$ cat config.mk
export PLATFORM = sky130hd
export DESIGN_NAME = pdp8_core
export DESIGN_NICKNAME = d
export VERILOG_FILES = /design/src/pdp8_pkg.sv /design/src/pdp8_sequencer.sv /design/src/pdp8_accumulator.sv /design/src/pdp8_address_unit.sv /design/src/pdp8_core.sv
export VERILOG_INCLUDE_DIRS = /design/src
export SDC_FILE = /design/constraint.sdc
export NUM_CORES = 1
export LEC_CHECK = 0
export CORE_UTILIZATION = 27
export DETAILED_ROUTE_END_ITERATION = 10
export DONT_BUFFER_PORTS = 1
export GPL_ROUTABILITY_DRIVEN = 0
export PLACE_DENSITY_LB_ADDON = 0.15
export SETUP_SLACK_MARGIN = 0.15
export SLEW_MARGIN = 20
export SYNTH_ARGS = -nofsm -noshare
export SYNTH_HDL_FRONTEND = slang
export SYNTH_HIERARCHICAL = 1
export SYNTH_SLANG_ARGS = --single-unit
$ cat constraint.sdc
create_clock -name clock -period 6.9 [get_ports clock]
set_input_delay 0.345 -clock clock [delete_from_list [all_inputs] [get_ports clock]]
set_output_delay 0.345 -clock clock [all_outputs]
set_load 0.01 [all_outputs]
$ cat src/pdp8_config.svh
// Word geometry and fixed encodings of the PDP-8 core
// Included by the package and by every RTL file that sizes fields from it
`ifndef PDP8_CONFIG_SVH
`define PDP8_CONFIG_SVH

// Machine word and memory address width
`define PDP8_WORD_W 12

// Offset inside one 128-word page
`define PDP8_OFFSET_W 7

// Page number, upper address bits
`define PDP8_PAGE_W 5

// Group 2 operate word with only HLT set
`define PDP8_HLT_WORD 12'o7402

`endif

$ cat src/pdp8_pkg.sv
// Shared types of the PDP-8 core: words, instruction views, FSM states and controls
// Referenced with pdp8_pkg:: scoped names
`default_nettype none
`include "pdp8_config.svh"

package pdp8_pkg;

  typedef logic [`PDP8_WORD_W-1:0] word_t;

  typedef enum logic [2:0] {
    OP_AND = 3'd0,
    OP_TAD = 3'd1,
    OP_ISZ = 3'd2,
    OP_DCA = 3'd3,
    OP_JMS = 3'd4,
    OP_JMP = 3'd5,
    OP_IOT = 3'd6,
    OP_OPR = 3'd7
  } opcode_e;

  typedef struct packed {
    opcode_e                   opcode;
    logic                      indirect;
    logic                      page;      // 0 page zero, 1 current page
    logic [`PDP8_OFFSET_W-1:0] offset;
  } mem_ref_t;

  // Bit 8 clear selects group 1
  typedef struct packed {
    opcode_e opcode;
    logic    group;
    logic    cla;
    logic    cll;
    logic    cma;
    logic    cml;
    logic    rar;
    logic    ral;
    logic    bit1;   // BSW on a real machine, ignored here
    logic    iac;
  } operate_t;

  typedef union packed {
    mem_ref_t mem_ref;
    operate_t operate;
  } instr_u;

  typedef enum logic [5:0] {
    INIT, IDLE, FETCH_REQ, FETCH_LOAD, DECODE, EA_CALC,
    EA_IND_REQ, OPER_READ, EXEC, ISZ_INC, WRITE_REQ, HALT
  } seq_state_e;

  typedef enum logic [2:0] {AC_HOLD, AC_CLEAR, AC_AND, AC_TAD, AC_OPERATE} ac_op_e;

  typedef enum logic [2:0] {PC_HOLD, PC_START, PC_INC1, PC_INC2, PC_JUMP, PC_EA_INC} pc_op_e;

  typedef enum logic {ADDR_PC, ADDR_EA} addr_sel_e;

  typedef enum logic [1:0] {WD_AC, WD_MB, WD_PC_INC} wdata_sel_e;

  typedef struct packed {
    ac_op_e     ac_op;
    pc_op_e     pc_op;
    logic       ea_load_direct;
    logic       ea_load_indirect;
    logic       ir_load;
    logic       mb_load;
    logic       mb_inc;
    addr_sel_e  addr_sel;
    wdata_sel_e wdata_sel;
    logic       mem_write;
  } datapath_ctrl_t;

  typedef struct packed {
    word_t addr;
    word_t wdata;
    logic  write;
  } mem_req_t;

endpackage

`default_nettype wire

$ cat src/pdp8_sequencer.sv
// Control FSM of the PDP-8 core, one instruction at a time
// Decodes IR, steps the datapath through ctrl and handshakes the memory port
`timescale 1ns/1ns
`default_nettype none
`include "pdp8_config.svh"

module pdp8_sequencer (
  input  logic                     clock,
  input  logic                     resetN,
  input  logic                     run,
  input  pdp8_pkg::instr_u         ir,
  input  pdp8_pkg::word_t          mb,
  input  logic                     mem_ready,
  output pdp8_pkg::datapath_ctrl_t ctrl,
  output logic                     mem_valid,
  output logic                     idle,
  output logic                     halted
);

  pdp8_pkg::seq_state_e state, next_state;
  pdp8_pkg::seq_state_e exec_target, next_target;
  pdp8_pkg::opcode_e    opcode;

  assign opcode = ir.mem_ref.opcode;

  always_ff @(posedge clock, negedge resetN) begin
    if (!resetN) begin
      state       <= pdp8_pkg::INIT;
      exec_target <= pdp8_pkg::EXEC;
    end else begin
      state       <= next_state;
      exec_target <= next_target;
    end
  end

  always_comb begin
    next_state  = state;
    next_target = exec_target;
    case (state)
      pdp8_pkg::INIT:       next_state = pdp8_pkg::IDLE;
      pdp8_pkg::IDLE:       if (run) next_state = pdp8_pkg::FETCH_REQ;
      pdp8_pkg::FETCH_REQ:  if (mem_ready) next_state = pdp8_pkg::FETCH_LOAD;
      pdp8_pkg::FETCH_LOAD: next_state = pdp8_pkg::DECODE;
      pdp8_pkg::DECODE: begin
        if (ir == `PDP8_HLT_WORD) begin
          next_state = pdp8_pkg::HALT;
        end else if (opcode == pdp8_pkg::OP_IOT || opcode == pdp8_pkg::OP_OPR) begin
          next_state = pdp8_pkg::EXEC;                 // Operate and unsupported words
        end else begin
          next_state = pdp8_pkg::EA_CALC;
          case (opcode)
            pdp8_pkg::OP_AND,
            pdp8_pkg::OP_TAD,
            pdp8_pkg::OP_ISZ: next_target = pdp8_pkg::OPER_READ;
            pdp8_pkg::OP_DCA,
            pdp8_pkg::OP_JMS: next_target = pdp8_pkg::WRITE_REQ;
            default:          next_target = pdp8_pkg::EXEC;   // JMP
          endcase
        end
      end
      pdp8_pkg::EA_CALC:
        next_state = ir.mem_ref.indirect ? pdp8_pkg::EA_IND_REQ : exec_target;
      pdp8_pkg::EA_IND_REQ: if (mem_ready) next_state = exec_target;
      pdp8_pkg::OPER_READ:
        if (mem_ready) begin
          next_state = (opcode == pdp8_pkg::OP_ISZ) ? pdp8_pkg::ISZ_INC : pdp8_pkg::EXEC;
        end
      pdp8_pkg::ISZ_INC:    next_state = pdp8_pkg::WRITE_REQ;
      pdp8_pkg::WRITE_REQ:  if (mem_ready) next_state = pdp8_pkg::FETCH_REQ;
      pdp8_pkg::EXEC:       next_state = pdp8_pkg::FETCH_REQ;
      pdp8_pkg::HALT:       next_state = pdp8_pkg::IDLE;
      default:              next_state = pdp8_pkg::INIT;
    endcase
  end

  always_comb begin
    ctrl.ac_op            = pdp8_pkg::AC_HOLD;
    ctrl.pc_op            = pdp8_pkg::PC_HOLD;
    ctrl.ea_load_direct   = 1'b0;
    ctrl.ea_load_indirect = 1'b0;
    ctrl.ir_load          = 1'b0;
    ctrl.mb_load          = 1'b0;
    ctrl.mb_inc           = 1'b0;
    ctrl.addr_sel         = pdp8_pkg::ADDR_PC;
    ctrl.wdata_sel        = pdp8_pkg::WD_AC;
    ctrl.mem_write        = 1'b0;
    mem_valid             = 1'b0;
    idle                  = 1'b0;
    halted                = 1'b0;
    case (state)
      pdp8_pkg::INIT: ctrl.ac_op = pdp8_pkg::AC_CLEAR;
      pdp8_pkg::IDLE: begin
        idle = 1'b1;
        if (run) ctrl.pc_op = pdp8_pkg::PC_START;
      end
      pdp8_pkg::FETCH_REQ: begin
        mem_valid    = 1'b1;
        ctrl.ir_load = mem_ready;                      // IR takes the word on the transfer edge
      end
      pdp8_pkg::EA_CALC: ctrl.ea_load_direct = 1'b1;
      pdp8_pkg::EA_IND_REQ: begin
        mem_valid             = 1'b1;
        ctrl.addr_sel         = pdp8_pkg::ADDR_EA;
        ctrl.ea_load_indirect = mem_ready;
      end
      pdp8_pkg::OPER_READ: begin
        mem_valid     = 1'b1;
        ctrl.addr_sel = pdp8_pkg::ADDR_EA;
        ctrl.mb_load  = mem_ready;
      end
      pdp8_pkg::ISZ_INC: ctrl.mb_inc = 1'b1;
      pdp8_pkg::WRITE_REQ: begin
        mem_valid      = 1'b1;
        ctrl.addr_sel  = pdp8_pkg::ADDR_EA;
        ctrl.mem_write = 1'b1;
        case (opcode)
          pdp8_pkg::OP_DCA: begin
            ctrl.wdata_sel = pdp8_pkg::WD_AC;
            if (mem_ready) begin
              ctrl.ac_op = pdp8_pkg::AC_CLEAR;
              ctrl.pc_op = pdp8_pkg::PC_INC1;
            end
          end
          pdp8_pkg::OP_ISZ: begin
            ctrl.wdata_sel = pdp8_pkg::WD_MB;
            if (mem_ready) begin
              ctrl.pc_op = (mb == '0) ? pdp8_pkg::PC_INC2 : pdp8_pkg::PC_INC1;  // Skip on zero
            end
          end
          default: begin
            ctrl.wdata_sel = pdp8_pkg::WD_PC_INC;     // JMS return address
            if (mem_ready) ctrl.pc_op = pdp8_pkg::PC_EA_INC;
          end
        endcase
      end
      pdp8_pkg::EXEC: begin
        ctrl.pc_op = pdp8_pkg::PC_INC1;
        case (opcode)
          pdp8_pkg::OP_AND: ctrl.ac_op = pdp8_pkg::AC_AND;
          pdp8_pkg::OP_TAD: ctrl.ac_op = pdp8_pkg::AC_TAD;
          pdp8_pkg::OP_JMP: ctrl.pc_op = pdp8_pkg::PC_JUMP;
          pdp8_pkg::OP_OPR: if (!ir.operate.group) ctrl.ac_op = pdp8_pkg::AC_OPERATE;
          default: ;                                   // IOT runs as a no-op
        endcase
      end
      pdp8_pkg::HALT: halted = 1'b1;
      default: ;
    endcase
  end

endmodule

`default_nettype wire

$ cat src/pdp8_accumulator.sv
// Accumulator and link register with AND, TAD, clear and group 1 operate
// Acts on the edge where the sequencer names an ac_op
`timescale 1ns/1ns
`default_nettype none
`include "pdp8_config.svh"

module pdp8_accumulator (
  input  logic                     clock,
  input  logic                     resetN,
  input  pdp8_pkg::datapath_ctrl_t ctrl,
  input  pdp8_pkg::instr_u         ir,
  input  pdp8_pkg::word_t          mb,
  output pdp8_pkg::word_t          ac,
  output logic                     link
);

  logic [`PDP8_WORD_W:0] tad_sum;
  logic [`PDP8_WORD_W:0] iac_sum;
  pdp8_pkg::word_t       op_ac;
  logic                  op_link;

  assign tad_sum = {1'b0, ac} + {1'b0, mb};

  // Group 1 order: clears, complements, increment, then one rotate
  always_comb begin
    op_ac   = ac;
    op_link = link;
    if (ir.operate.cla) op_ac = '0;
    if (ir.operate.cll) op_link = 1'b0;
    if (ir.operate.cma) op_ac = ~op_ac;
    if (ir.operate.cml) op_link = ~op_link;
    iac_sum = {1'b0, op_ac} + {{`PDP8_WORD_W{1'b0}}, ir.operate.iac};
    op_ac   = iac_sum[`PDP8_WORD_W-1:0];
    if (iac_sum[`PDP8_WORD_W]) op_link = ~op_link;   // Carry out of IAC flips link
    if (ir.operate.rar) begin
      {op_ac, op_link} = {op_link, op_ac};
    end else if (ir.operate.ral) begin
      {op_link, op_ac} = {op_ac, op_link};
    end
  end

  always_ff @(posedge clock, negedge resetN) begin
    if (!resetN) begin
      ac   <= '0;
      link <= 1'b0;
    end else begin
      case (ctrl.ac_op)
        pdp8_pkg::AC_CLEAR: ac <= '0;
        pdp8_pkg::AC_AND:   ac <= ac & mb;
        pdp8_pkg::AC_TAD: begin
          ac <= tad_sum[`PDP8_WORD_W-1:0];
          if (tad_sum[`PDP8_WORD_W]) link <= ~link;
        end
        pdp8_pkg::AC_OPERATE: begin
          ac   <= op_ac;
          link <= op_link;
        end
        default: ;
      endcase
    end
  end

endmodule

`default_nettype wire

$ cat src/pdp8_address_unit.sv
// PC, effective address, instruction register and memory buffer of the core
// Also forms the outgoing memory request from the address and write-data selects
`timescale 1ns/1ns
`default_nettype none
`include "pdp8_config.svh"

module pdp8_address_unit (
  input  logic                     clock,
  input  logic                     resetN,
  input  pdp8_pkg::datapath_ctrl_t ctrl,
  input  pdp8_pkg::word_t          start_pc,
  input  pdp8_pkg::word_t          ac,
  input  pdp8_pkg::word_t          mem_rdata,
  output pdp8_pkg::instr_u         ir,
  output pdp8_pkg::word_t          mb,
  output pdp8_pkg::mem_req_t       mem_req
);

  pdp8_pkg::word_t             pc;
  pdp8_pkg::word_t             ea;
  pdp8_pkg::word_t             pc_plus1;
  pdp8_pkg::word_t             ea_plus1;
  pdp8_pkg::word_t             direct_ea;
  logic [`PDP8_PAGE_W-1:0]     page_sel;

  assign pc_plus1 = pc + `PDP8_WORD_W'(1);
  assign ea_plus1 = ea + `PDP8_WORD_W'(1);

  // Page bit picks page zero or the page of the current instruction
  assign page_sel  = ir.mem_ref.page ? pc[`PDP8_WORD_W-1 -: `PDP8_PAGE_W] : '0;
  assign direct_ea = {page_sel, ir.mem_ref.offset};

  always_ff @(posedge clock, negedge resetN) begin
    if (!resetN) begin
      pc <= '0;
    end else begin
      case (ctrl.pc_op)
        pdp8_pkg::PC_START:  pc <= start_pc;
        pdp8_pkg::PC_INC1:   pc <= pc_plus1;
        pdp8_pkg::PC_INC2:   pc <= pc + `PDP8_WORD_W'(2);
        pdp8_pkg::PC_JUMP:   pc <= ea;
        pdp8_pkg::PC_EA_INC: pc <= ea_plus1;         // JMS enters after the saved word
        default: ;
      endcase
    end
  end

  always_ff @(posedge clock) begin
    if (ctrl.ea_load_direct) begin
      ea <= direct_ea;
    end else if (ctrl.ea_load_indirect) begin
      ea <= mem_rdata;                               // Pointer word just read
    end
  end

  always_ff @(posedge clock) begin
    if (ctrl.ir_load) begin
      ir <= mem_rdata;
    end
  end

  always_ff @(posedge clock) begin
    if (ctrl.mb_load) begin
      mb <= mem_rdata;
    end else if (ctrl.mb_inc) begin
      mb <= mb + `PDP8_WORD_W'(1);
    end
  end

  // Held steady by the sequencer while a request waits for ready
  always_comb begin
    mem_req.addr  = (ctrl.addr_sel == pdp8_pkg::ADDR_EA) ? ea : pc;
    mem_req.write = ctrl.mem_write;
    case (ctrl.wdata_sel)
      pdp8_pkg::WD_MB:     mem_req.wdata = mb;
      pdp8_pkg::WD_PC_INC: mem_req.wdata = pc_plus1;
      default:             mem_req.wdata = ac;
    endcase
  end

endmodule

`default_nettype wire

$ cat src/pdp8_core.sv
// Top level of the PDP-8 core: sequencer, accumulator and address unit
// Memory is external on one valid/ready request port
`timescale 1ns/1ns
`default_nettype none

module pdp8_core (
  input  logic               clock,
  input  logic               resetN,
  input  logic               run,
  input  pdp8_pkg::word_t    start_pc,
  input  logic               mem_ready,
  input  pdp8_pkg::word_t    mem_rdata,
  output logic               mem_valid,
  output pdp8_pkg::mem_req_t mem_req,
  output pdp8_pkg::word_t    ac,
  output logic               link,
  output logic               idle,
  output logic               halted
);

  pdp8_pkg::datapath_ctrl_t ctrl;
  pdp8_pkg::instr_u         ir;
  pdp8_pkg::word_t          mb;

  pdp8_sequencer pdp8_sequencer_i (
    .clock     (clock),
    .resetN    (resetN),
    .run       (run),
    .ir        (ir),
    .mb        (mb),
    .mem_ready (mem_ready),
    .ctrl      (ctrl),
    .mem_valid (mem_valid),
    .idle      (idle),
    .halted    (halted)
  );

  pdp8_accumulator pdp8_accumulator_i (
    .clock  (clock),
    .resetN (resetN),
    .ctrl   (ctrl),
    .ir     (ir),
    .mb     (mb),
    .ac     (ac),
    .link   (link)
  );

  pdp8_address_unit pdp8_address_unit_i (
    .clock     (clock),
    .resetN    (resetN),
    .ctrl      (ctrl),
    .start_pc  (start_pc),
    .ac        (ac),
    .mem_rdata (mem_rdata),
    .ir        (ir),
    .mb        (mb),
    .mem_req   (mem_req)
  );

endmodule

`default_nettype wire

==> results of run 1 <==
## cells by family after synthesis
kind of cell / synth area share [%]
AOI/OAI and AO/OA: 22.4
xor gates and xnor gates: 8.07
adders and majority gates: 4.08
muxes: 7.79
and+or+nand+nor: 23.2
buffers and inverters: 6.01
DFF: 28.4
## power by group through the flow
| stage | sequential [µW] | combinational, µW | clock, µW |
|---|---|---|---|
| 6_report | 784 | 955 | 519 |
| 5_1_grt | 805 | 1050 | 546 |
| 4_1_cts | 782 | 946 | 534 |
| 3_5_place_dp | 790 | 932 | 0 |
| 3_3_place_gp | 797 | 945 | 0 |
| 2_1_floorplan | 633 | 829 | 0 |
## final cells by class
cell class / count / area (µm²) / area share [%]
clock buffers: 10 / 239 / 3.33
clock inverters: 6 / 87.6 / 1.22
inverters: 28 / 105 / 1.46
multi-input cells: 632 / 4360 / 60.7
flip-flops and latches: 68 / 1880 / 26.2
well taps: 319 / 399 / 5.56
repair buffers: 13 / 113 / 1.57
## registers in the layout, summed over array words and instances (netlist names)
signal	cells
pdp8_address_unit_i/ea	12
pdp8_address_unit_i/ir	12
pdp8_sequencer_i/exec_target	3
pdp8_sequencer_i/state	4
pdp8_address_unit_i/mb	12
pdp8_address_unit_i/pc	12
pdp8_accumulator_i/link	1
pdp8_accumulator_i/ac	12
## layer usage
layer  GRT usage (%)  share of wire (%)  vias up  wire length, µm
li1                -                  -     2834                -
met1            25.4                 45     2848            10400
met2            30.6                 47      192            10800
met3            4.49                6.8       19             1570
met4            4.35                1.6        0              366
met5               0                  0        -                0
## worst max path at each step
stage	start	end	slack, ns	cells after the start
floorplan	pdp8_address_unit_i/ir[7]	pdp8_accumulator_i/ac[10]	3.88	11
global placement	pdp8_sequencer_i/state[3]	pdp8_accumulator_i/link	3.49	10
detailed placement	pdp8_sequencer_i/state[0]	pdp8_accumulator_i/link	3.53	10
CTS	pdp8_sequencer_i/state[1]	mem_req[7]	3.33	8
global route	pdp8_sequencer_i/state[1]	mem_req[7]	3.07	8
finish	pdp8_sequencer_i/state[1]	mem_req[7]	3.35	8
## placed cells by master, fill, tap and decap left out, drive strengths merged, types with 22 or more instances in the layout
cell / n
nand3: 28
nor2b: 22
nor3: 22
o21ai: 55
edfxtp: 36
nor2: 53
mux2: 26
inv: 28
a21oi: 46
xnor2: 45
nand2: 79
dfrtp: 31
## through the flow
stage	power, µW	util (%)	hold slack [ns]	instance area [µm²]	std cells
3_3_place_gp	1740	28.7	0.0514	6830	1058
5_1_grt	2400	30.2	0.0734	7180	1076
4_1_cts	2260	30.2	0.0733	7180	1076
6_report	2260	30.2	0.0893	7180	1076
2_1_floorplan	1460	-	0.0494	6620	781
3_5_place_dp	1720	28.7	0.0518	6830	1058
## timing repair
action / CTS / global route
hold endpoints to repair: 32 / 0
hold buffers: 2 / 0
resized for setup: 0 / 0
==> results.sh, run 1 <==
export IMPL_cts_buffers=9
export IMPL_crit_fanout=24
export IMPL_rows=56
export IMPL_slew_violations=0
export IMPL_synth_edf_count=36
export IMPL_reg2reg_from="pdp8_sequencer_i/state[0]"
export IMPL_path_class="flip-flop to output pin"
export IMPL_synth_ff_type="edfxtp_1"
export IMPL_cp_slowest_cell="dfrtp_1"
export IMPL_p_clk_share_pct=23.0
export IMPL_htreeDepth=3
export IMPL_root_buffer="clkbuf_16"
export IMPL_synth_top_cell_by_area="edfxtp_1"
export IMPL_synth_area_leaders="edfxtp_1, dfrtp_1, xnor2_1"
export IMPL_cp_buffers_inverters=2
export IMPL_ff2ff_setup_slack_ns=3.55
export IMPL_fp_dieArea_um2=25100
export IMPL_slowest_delay_ns=0.65
export IMPL_dieHeight_um=159
export IMPL_setup_violations=0
export IMPL_wl_per_cell_um=21.5
export IMPL_dr_pass1_iters=7
export IMPL_first_iter_violations=390
export IMPL_wl_mm=23.2
export IMPL_worst_pin_slew_ns=0.826
export IMPL_num_vias=5893
export IMPL_syn_to_final_growth_pct=8.52
export IMPL_drc_errors=0
export IMPL_die_w_um=159
export IMPL_seq_area_frac_synth_pct=28.4
export IMPL_status="complete, no violations"
export IMPL_startpoint_type="flip-flop"
export IMPL_avgSynthCellArea_um2=8.48
export IMPL_grt_start_max_net_pins=33
export IMPL_finalHoldViolations=0
export IMPL_slew_headroom_pct=44.9
export IMPL_n_antenna_cell=0
export IMPL_power_frac_seq_pct=34.7
export IMPL_cts_clk_slew_worst_paths_ns=0.06
export IMPL_top_level_ports=69
export IMPL_p_comb_share_pct=42.3
export IMPL_port_buffers=0
export IMPL_dpl_hpwl_mm=17.4
export IMPL_nFillCells=2545
export IMPL_grt_first_pass_wirelength_mm=35.6
export IMPL_cts_setup_buffers=0
export IMPL_syn_nets=830
export IMPL_cts_tree="yes"
export IMPL_cp_top_family="simple AND/OR/NAND/NOR gates"
export IMPL_cp_end_kind="output pin"
export IMPL_holdPathStages=0
export IMPL_clock_latency_ns=0.35
export IMPL_rsz0062_at_grt="no"
export IMPL_netlist_area_um2=6620
export IMPL_swShare_pct=44.1
export IMPL_initial_utilization_pct=27.9
export IMPL_hold_end="pdp8_address_unit_i/ir[0]"
export IMPL_min_path_type="input pin to flip-flop"
export IMPL_fin_crit_sh_pct=51.4
export IMPL_cts_buffer_depth=2
export IMPL_core_um2=23800
export IMPL_antenna_left=0
export IMPL_ff2ff_path_depth=10
export IMPL_cap_violations=0
export IMPL_antenna_found_initial=0
export IMPL_pre_cts_ws_ns=3.53
export IMPL_internal_power_uw=1260
export IMPL_ir_worst_vdd_uv=139
export IMPL_tns_ns=0
export IMPL_power_density_nw_per_um2=314
export IMPL_netlist_area_leader_share_pct=16.3
export IMPL_path_cells="nor2b_1 > nand2_1 > inv_1 > and3_1 > inv_1 > ha_1 > a221oi_1 > a21oi_1"
export IMPL_synth_seq_cells=68
export IMPL_grt_pass1_vias=5754
export IMPL_synth_common_cells="nand2_1, nor2_1, o21ai_0"
export IMPL_net_switching_power_uw=996
export IMPL_viasPerCell=5.48
export IMPL_layout_drive_gt1_share_pct=11.4
export IMPL_yosysMostFrequentCell="nand2_1"
export IMPL_async_flop_share_pct=47.1
export IMPL_syn_inst=781
export IMPL_worstPathArrival_ns=3.20
export IMPL_p_leak_uw=0.00249
export IMPL_r2r_end="pdp8_accumulator_i/link"
export IMPL_gr_usage_all_layers_pct=18.9
export IMPL_yosys_warnings=6
export IMPL_crit_top_cell="inv_1"
export IMPL_fmax_mhz=282
export IMPL_worstPathRequired_ns=6.55
export IMPL_fin_worst_skew_ns=0.00756
export IMPL_worst_hold_startpoint="mem_rdata[0]"
export IMPL_fin_crit_ns=3.55
export IMPL_setup_ws_ns=3.35
export IMPL_synthDistinctLibCells=89
export IMPL_clock_sinks=68
export IMPL_nets=801
export IMPL_gr_total_overflow=0
No activity file was read; power rests on OpenSTA's default activity.
==> run 2, diff against run 1 <==
Settings changed: ABC_AREA set to 1.
Clock period 6.9 ns to 3.55 ns, I/O delays scaled along.
==> run 2 against run 1 <==
Via count grew 12%. Global-route usage up 1.2 points. Synthesized cell count is 27% higher. Flip-flop and latch count unchanged. Synthesized area fell by 3.9%. Cell count rose by 23%. Routed wire length up 2.5%. Critical path type unchanged.
==> results.sh, run 2 <==
export IMPL_clock_sinks=68
export IMPL_rows=55
export IMPL_root_buffer="clkbuf_16"
export IMPL_htreeDepth=3
export IMPL_port_buffers=0
export IMPL_p_leak_uw=0.00315
export IMPL_synth_area_leaders="nand2_1, edfxtp_1, dfrtp_1"
export IMPL_synth_common_cells="nand2_1, inv_1, nand3_1"
export IMPL_setup_violations=0
export IMPL_cp_end_kind="output pin"
export IMPL_cts_buffer_depth=2
export IMPL_grt_first_pass_wirelength_mm=36.6
export IMPL_power_frac_seq_pct=33.1
export IMPL_fmax_mhz=331
export IMPL_antenna_left=0
export IMPL_wl_mm=23.7
export IMPL_num_vias=6578
export IMPL_synth_top_family_by_area="simple AND/OR/NAND/NOR gates"
export IMPL_cts_buffers=9
export IMPL_dr_pass1_iters=5
export IMPL_dpl_hpwl_mm=18.8
export IMPL_post_route_util_pct=31.4
export IMPL_rsz0062_at_grt="no"
export IMPL_dieHeight_um=156
export IMPL_synth_top_cell_by_area="nand2_1"
export IMPL_p_comb_share_pct=43.6
export IMPL_synth_xor_area_share_pct=2.06
export IMPL_yosys_warnings=6
export IMPL_cts_setup_buffers=0
export IMPL_multi_input_area_um2=3930
export IMPL_slew_violations=0
export IMPL_crit_fanout=15
export IMPL_cts_resized=0
export IMPL_finalHoldViolations=0
export IMPL_setup_ws_ns=0.532
export IMPL_die_w_um=156
export IMPL_synth_simple_area_share_pct=41.1
export IMPL_p_clk_share_pct=23.3
export IMPL_min_path_type="input pin to flip-flop"
export IMPL_path_class="flip-flop to output pin"
export IMPL_power_density_nw_per_um2=571
export IMPL_startpoint_type="flip-flop"
export IMPL_netlist_area_um2=6360
export IMPL_syn_inst=994
export IMPL_pre_cts_ws_ns=0.770
export IMPL_worstPathRequired_ns=3.37
export IMPL_cts_clk_slew_worst_paths_ns=0.06
export IMPL_seq_area_frac_synth_pct=29.6
export IMPL_grt_start_max_net_pins=33
export IMPL_nFillCells=2569
export IMPL_fin_worst_skew_ns=0.0103
export IMPL_antenna_found_initial=0
export IMPL_avgSynthCellArea_um2=6.40
export IMPL_fin_crit_ns=3.02
export IMPL_clock_latency_ns=0.35
export IMPL_fin_crit_sh_pct=85.0
export IMPL_fp_dieArea_um2=24200
export IMPL_final_common_cell="nand2_1"
export IMPL_wl_per_cell_um=17.9
export IMPL_nets=1056
export IMPL_synth_seq_cells=68
export IMPL_synth_compound_area_share_pct=14.3
export IMPL_swShare_pct=47.7
export IMPL_ir_worst_vdd_uv=263
export IMPL_status="complete, no violations"
export IMPL_slew_headroom_pct=27.6
export IMPL_layout_drive_gt1_share_pct=8.79
export IMPL_internal_power_uw=2140
export IMPL_grt_pass1_vias=6287
export IMPL_gr_total_overflow=0
export IMPL_worst_pin_slew_ns=1.08
export IMPL_initial_utilization_pct=27.9
export IMPL_gr_usage_all_layers_pct=20.1
export IMPL_n_antenna_cell=0
export IMPL_net_switching_power_uw=1960
export IMPL_cts_tree="yes"
export IMPL_core_um2=22800
export IMPL_netlist_area_leader_share_pct=18.2
export IMPL_synthDistinctLibCells=46
export IMPL_synth_ff_type="edfxtp_1"
export IMPL_tns_ns=0
export IMPL_first_iter_violations=590
export IMPL_seqCellArea_um2=1880
export IMPL_yosysMostFrequentCell="nand2_1"
export IMPL_cap_violations=0
export IMPL_synth_area_mux_share_pct=0
export IMPL_layout_common_cells="nand2_1, inv_1, nand3_1, nor2_1, o21ai_0"
export IMPL_syn_to_final_growth_pct=12.8
export IMPL_top_level_ports=69
export IMPL_yosys_area_share_adder_pct=4.25
export IMPL_viasPerCell=4.96
export IMPL_async_flop_share_pct=47.1
export IMPL_worstPathArrival_ns=2.84
export IMPL_syn_nets=1043
export IMPL_synth_edf_count=36
export IMPL_drc_errors=0
## run 2: cell count changes after synthesis, moves of 16 or more
cell	previous run	this run
nor2b_1	22	0
nor2_1	52	93
xnor2_1	45	4
inv_1	25	101
nand2_1	79	309
mux2_2	25	0
nand3_1	27	101
a21oi_1	45	61
mux2i_1	20	0
## run 2: cell type report
| type | instances | share of cell area, % |
|---|---|---|
| tap | 313 | 5.46 |
| multi-input combinational | 787 | 54.7 |
| inverter | 116 | 6.07 |
| timing repair buffer | 25 | 3.24 |
| clock buffer | 10 | 3.33 |
| clock inverter | 6 | 0.994 |
| sequential | 68 | 26.2 |
## run 2: power groups by stage
stage                     logic (µW)  registers, µW  clock network, µW
after global placement          1770           1370                  0
after floorplan                 1370           1230                  0
after CTS                       1800           1360                987
after global routing            2040           1390               1020
final                           1790           1360                956
after detailed placement        1760           1370                  0
## run 2: worst max-delay path, stage by stage, from the launching register on
cell,delay [ns]
dfrtp_1,0.48
nor2_4,0.20
nand2_1,0.17
nor3_2,0.24
inv_1,0.07
ha_1,0.59
clkinv_1,0.40
nor2_1,0.21
a21oi_1,0.12
## run 2: through the flow
| stage | hold WS, ns | power (µW) | cell area [µm²] | instances |
|---|---|---|---|---|
| final | 0.0166 | 4100 | 7180 | 1325 |
| after detailed placement | -0.116 | 3130 | 6720 | 1295 |
| after floorplan | -0.118 | 2600 | 6360 | 994 |
| after CTS | 0.00164 | 4140 | 7180 | 1325 |
| after global placement | -0.117 | 3140 | 6720 | 1295 |
| after global routing | 0.00953 | 4440 | 7180 | 1325 |
## run 2: cell families after synthesis
family | after synthesis
AOI/OAI and AO/OA | 168
and+or+nand+nor | 583
xor gates and xnor gates | 15
DFF | 68
adders and majority gates | 21
buffers and inverters | 139
## run 2: layer usage
metal / part of all wire (%) / vias up / track usage [%]
met5: 0 / - / 0
met3: 4.0 / 29 / 2.50
li1: - / 3333 / -
met4: 2.2 / 0 / 7.14
met2: 46 / 176 / 33.2
met1: 48 / 3040 / 26.9
## run 2: worst paths after layout
path                       cells after the start                              end                            start  slack, ns
max in group asynchronous                      2  pdp8_sequencer_i/exec_target[3]                           resetN       3.00
setup reg to reg                              11        pdp8_address_unit_i/pc[3]        pdp8_sequencer_i/state[0]       0.72
hold / removal                                 2        pdp8_address_unit_i/mb[1]                     mem_rdata[1]       0.02
hold reg to reg                                2  pdp8_sequencer_i/exec_target[3]  pdp8_sequencer_i/exec_target[3]       0.51
min in group asynchronous                      2        pdp8_sequencer_i/state[3]                           resetN       0.30
setup / recovery                               8                       mem_req[4]        pdp8_sequencer_i/state[2]       0.53
## run 2: repair_timing
item | in CTS | in global routing
hold endpoints to repair | 44 | 0
hold buffers | 14 | 0
setup endpoints to repair | 0 | 0
==> run 3, diff against run 2 <==
Settings changed: ABC_AREA 1 to unset.
==> run 3 against run 2 <==
Worst setup slack lost 0.32 ns. Critical endpoint is now mem_req[7]. Via count shrank 7.2%. Maximum frequency shrank 9.5%. Critical path type unchanged. Hold slack gained 0.0062 ns. Highest routed layer unchanged.
==> results.sh, run 3 (synthesis results as in run 1) <==
export IMPL_reg2reg_from="pdp8_sequencer_i/state[2]"
export IMPL_gr_usage_all_layers_pct=19.5
export IMPL_n_antenna_cell=0
export IMPL_drc_errors=0
export IMPL_rsz0062_at_grt="yes"
export IMPL_holdPathStages=2
export IMPL_htreeDepth=3
export IMPL_tns_ns=0
export IMPL_wl_mm=24.3
export IMPL_worst_pin_slew_ns=0.693
export IMPL_grt_start_max_net_pins=33
export IMPL_dpl_hpwl_mm=18.4
export IMPL_die_w_um=159
export IMPL_cap_violations=0
export IMPL_slowest_delay_ns=0.57
export IMPL_fin_crit_sh_pct=94.0
export IMPL_ir_worst_vdd_uv=240
export IMPL_final_common_cell="nand2_1"
export IMPL_setup_violations=0
export IMPL_viasPerCell=5.51
export IMPL_port_buffers=0
export IMPL_cp_end_kind="output pin"
export IMPL_rows=56
export IMPL_ff2ff_setup_slack_ns=0.61
export IMPL_antenna_left=0
export IMPL_net_switching_power_uw=1960
export IMPL_crit_top_cell="inv_1"
export IMPL_power_frac_seq_pct=33.1
export IMPL_core_um2=23800
export IMPL_wl_per_cell_um=21.9
export IMPL_path_cells="nor2b_1 > nand2_1 > inv_1 > and3_1 > inv_1 > ha_1 > a221oi_1 > a21oi_1"
export IMPL_root_buffer="clkbuf_16"
export IMPL_min_path_type="input pin to flip-flop"
export IMPL_power_density_nw_per_um2=594
export IMPL_first_iter_violations=435
export IMPL_ff2ff_path_depth=9
export IMPL_crit_fanout=14
export IMPL_startpoint_type="flip-flop"
export IMPL_cp_buffers_inverters=2
export IMPL_dieHeight_um=159
export IMPL_internal_power_uw=2450
export IMPL_r2r_end="pdp8_accumulator_i/link"
export IMPL_antenna_found_initial=0
export IMPL_gr_total_overflow=0
export IMPL_num_vias=6106
export IMPL_clock_latency_ns=0.35
export IMPL_finalHoldViolations=0
export IMPL_p_comb_share_pct=45.8
export IMPL_slew_headroom_pct=53.7
export IMPL_clock_sinks=68
export IMPL_p_clk_share_pct=21.1
export IMPL_dr_pass1_iters=5
export IMPL_cp_top_family="simple AND/OR/NAND/NOR gates"
export IMPL_cts_buffers=9
export IMPL_top_level_ports=69
export IMPL_grt_first_pass_wirelength_mm=36.0
export IMPL_cts_tree="yes"
export IMPL_cts_clk_slew_worst_paths_ns=0.06
export IMPL_fin_crit_ns=3.34
export IMPL_layout_drive_gt1_share_pct=13.2
export IMPL_cp_slowest_cell="a221oi_1"
export IMPL_dp_cells=1078
export IMPL_initial_utilization_pct=27.9
export IMPL_p_leak_uw=0.00263
export IMPL_hold_end="pdp8_address_unit_i/mb[5]"
export IMPL_swShare_pct=44.4
export IMPL_syn_to_final_growth_pct=12.3
export IMPL_status="complete, no violations"
export IMPL_worstPathArrival_ns=3.16
export IMPL_fmax_mhz=300
export IMPL_slew_violations=0
export IMPL_fin_worst_skew_ns=0.00892
export IMPL_nets=834
export IMPL_grt_pass1_vias=5691
export IMPL_worstPathRequired_ns=3.37
export IMPL_fp_dieArea_um2=25100
export IMPL_cts_buffer_depth=2
export IMPL_layout_common_cells="nand2_1, nor2_1, o21ai_0, xnor2_1, a21oi_1"
export IMPL_path_class="flip-flop to output pin"
export IMPL_finalNonFillerCells=1109
export IMPL_worst_hold_startpoint="mem_rdata[5]"
export IMPL_cts_setup_buffers=0
## run 3: cell types whose count changed in the layout (fill, tap and decap cells not counted), moves of 22 or more
cell and change:
nand3_1 -74, xnor2_1 +41, nand2_1 -230, inv_1 -76
nor2b_1 +22, mux2_2 +25, nor2_1 -41
## run 3: power by group through the flow
stage	Clock, µW	Sequential (µW)	Combinational [µW]
after global routing	980	1490	2200
after CTS	954	1460	2010
final	934	1460	2020
after detailed placement	0	1480	1970
after floorplan	0	1230	1610
after global placement	0	1480	1990
## run 3: what timing repair did
action                     in CTS  in global routing
gates resized for setup         0                  3
hold endpoints to repair       45                  0
setup endpoints to repair       0                  6
hold buffers                   15                  0
## run 3: worst max path at each step
stage	slack (ns)	depth (start not counted)	start	end
2_1_floorplan	0.53	11	pdp8_address_unit_i/ir[7]	pdp8_accumulator_i/ac[10]
3_3_place_gp	0.53	8	pdp8_sequencer_i/state[2]	mem_req[12]
3_5_place_dp	0.57	8	pdp8_sequencer_i/state[2]	mem_req[12]
4_1_cts	0.19	8	pdp8_sequencer_i/state[2]	mem_req[12]
5_1_grt	0.13	8	pdp8_sequencer_i/state[2]	mem_req[3]
6_report	0.21	8	pdp8_sequencer_i/state[2]	mem_req[7]
## run 3: per-stage QoR
step           power (µW)  cell area [µm²]  utilization, %  hold slack (ns)  setup slack, ns
2_1_floorplan        2840             6620               -           -0.118            0.526
3_3_place_gp         3480             6980            29.4           -0.116            0.535
3_5_place_dp         3450             6980            29.4           -0.116            0.568
4_1_cts              4430             7430            31.3           0.0109            0.189
5_1_grt              4670             7430            31.3           0.0160            0.133
6_report             4420             7430            31.3           0.0228            0.214
## run 3: cell type report
type | count | area, µm²
multi-input combinational | 632 | 4360
timing repair buffer | 46 | 393
inverter | 28 | 105
sequential | 68 | 1880
clock buffer | 12 | 246
clock inverter | 4 | 48.8
fill | 2540 | 16300
tap | 319 | 399
## run 3: layer usage
metal | vias to the layer above | GRT usage (%) | wire length, µm
met5 | - | 0 | 0
met2 | 197 | 32.6 | 11700
met3 | 16 | 3.29 | 1440
met1 | 2990 | 25.9 | 10800
li1 | 2903 | - | -
met4 | 0 | 4.67 | 305
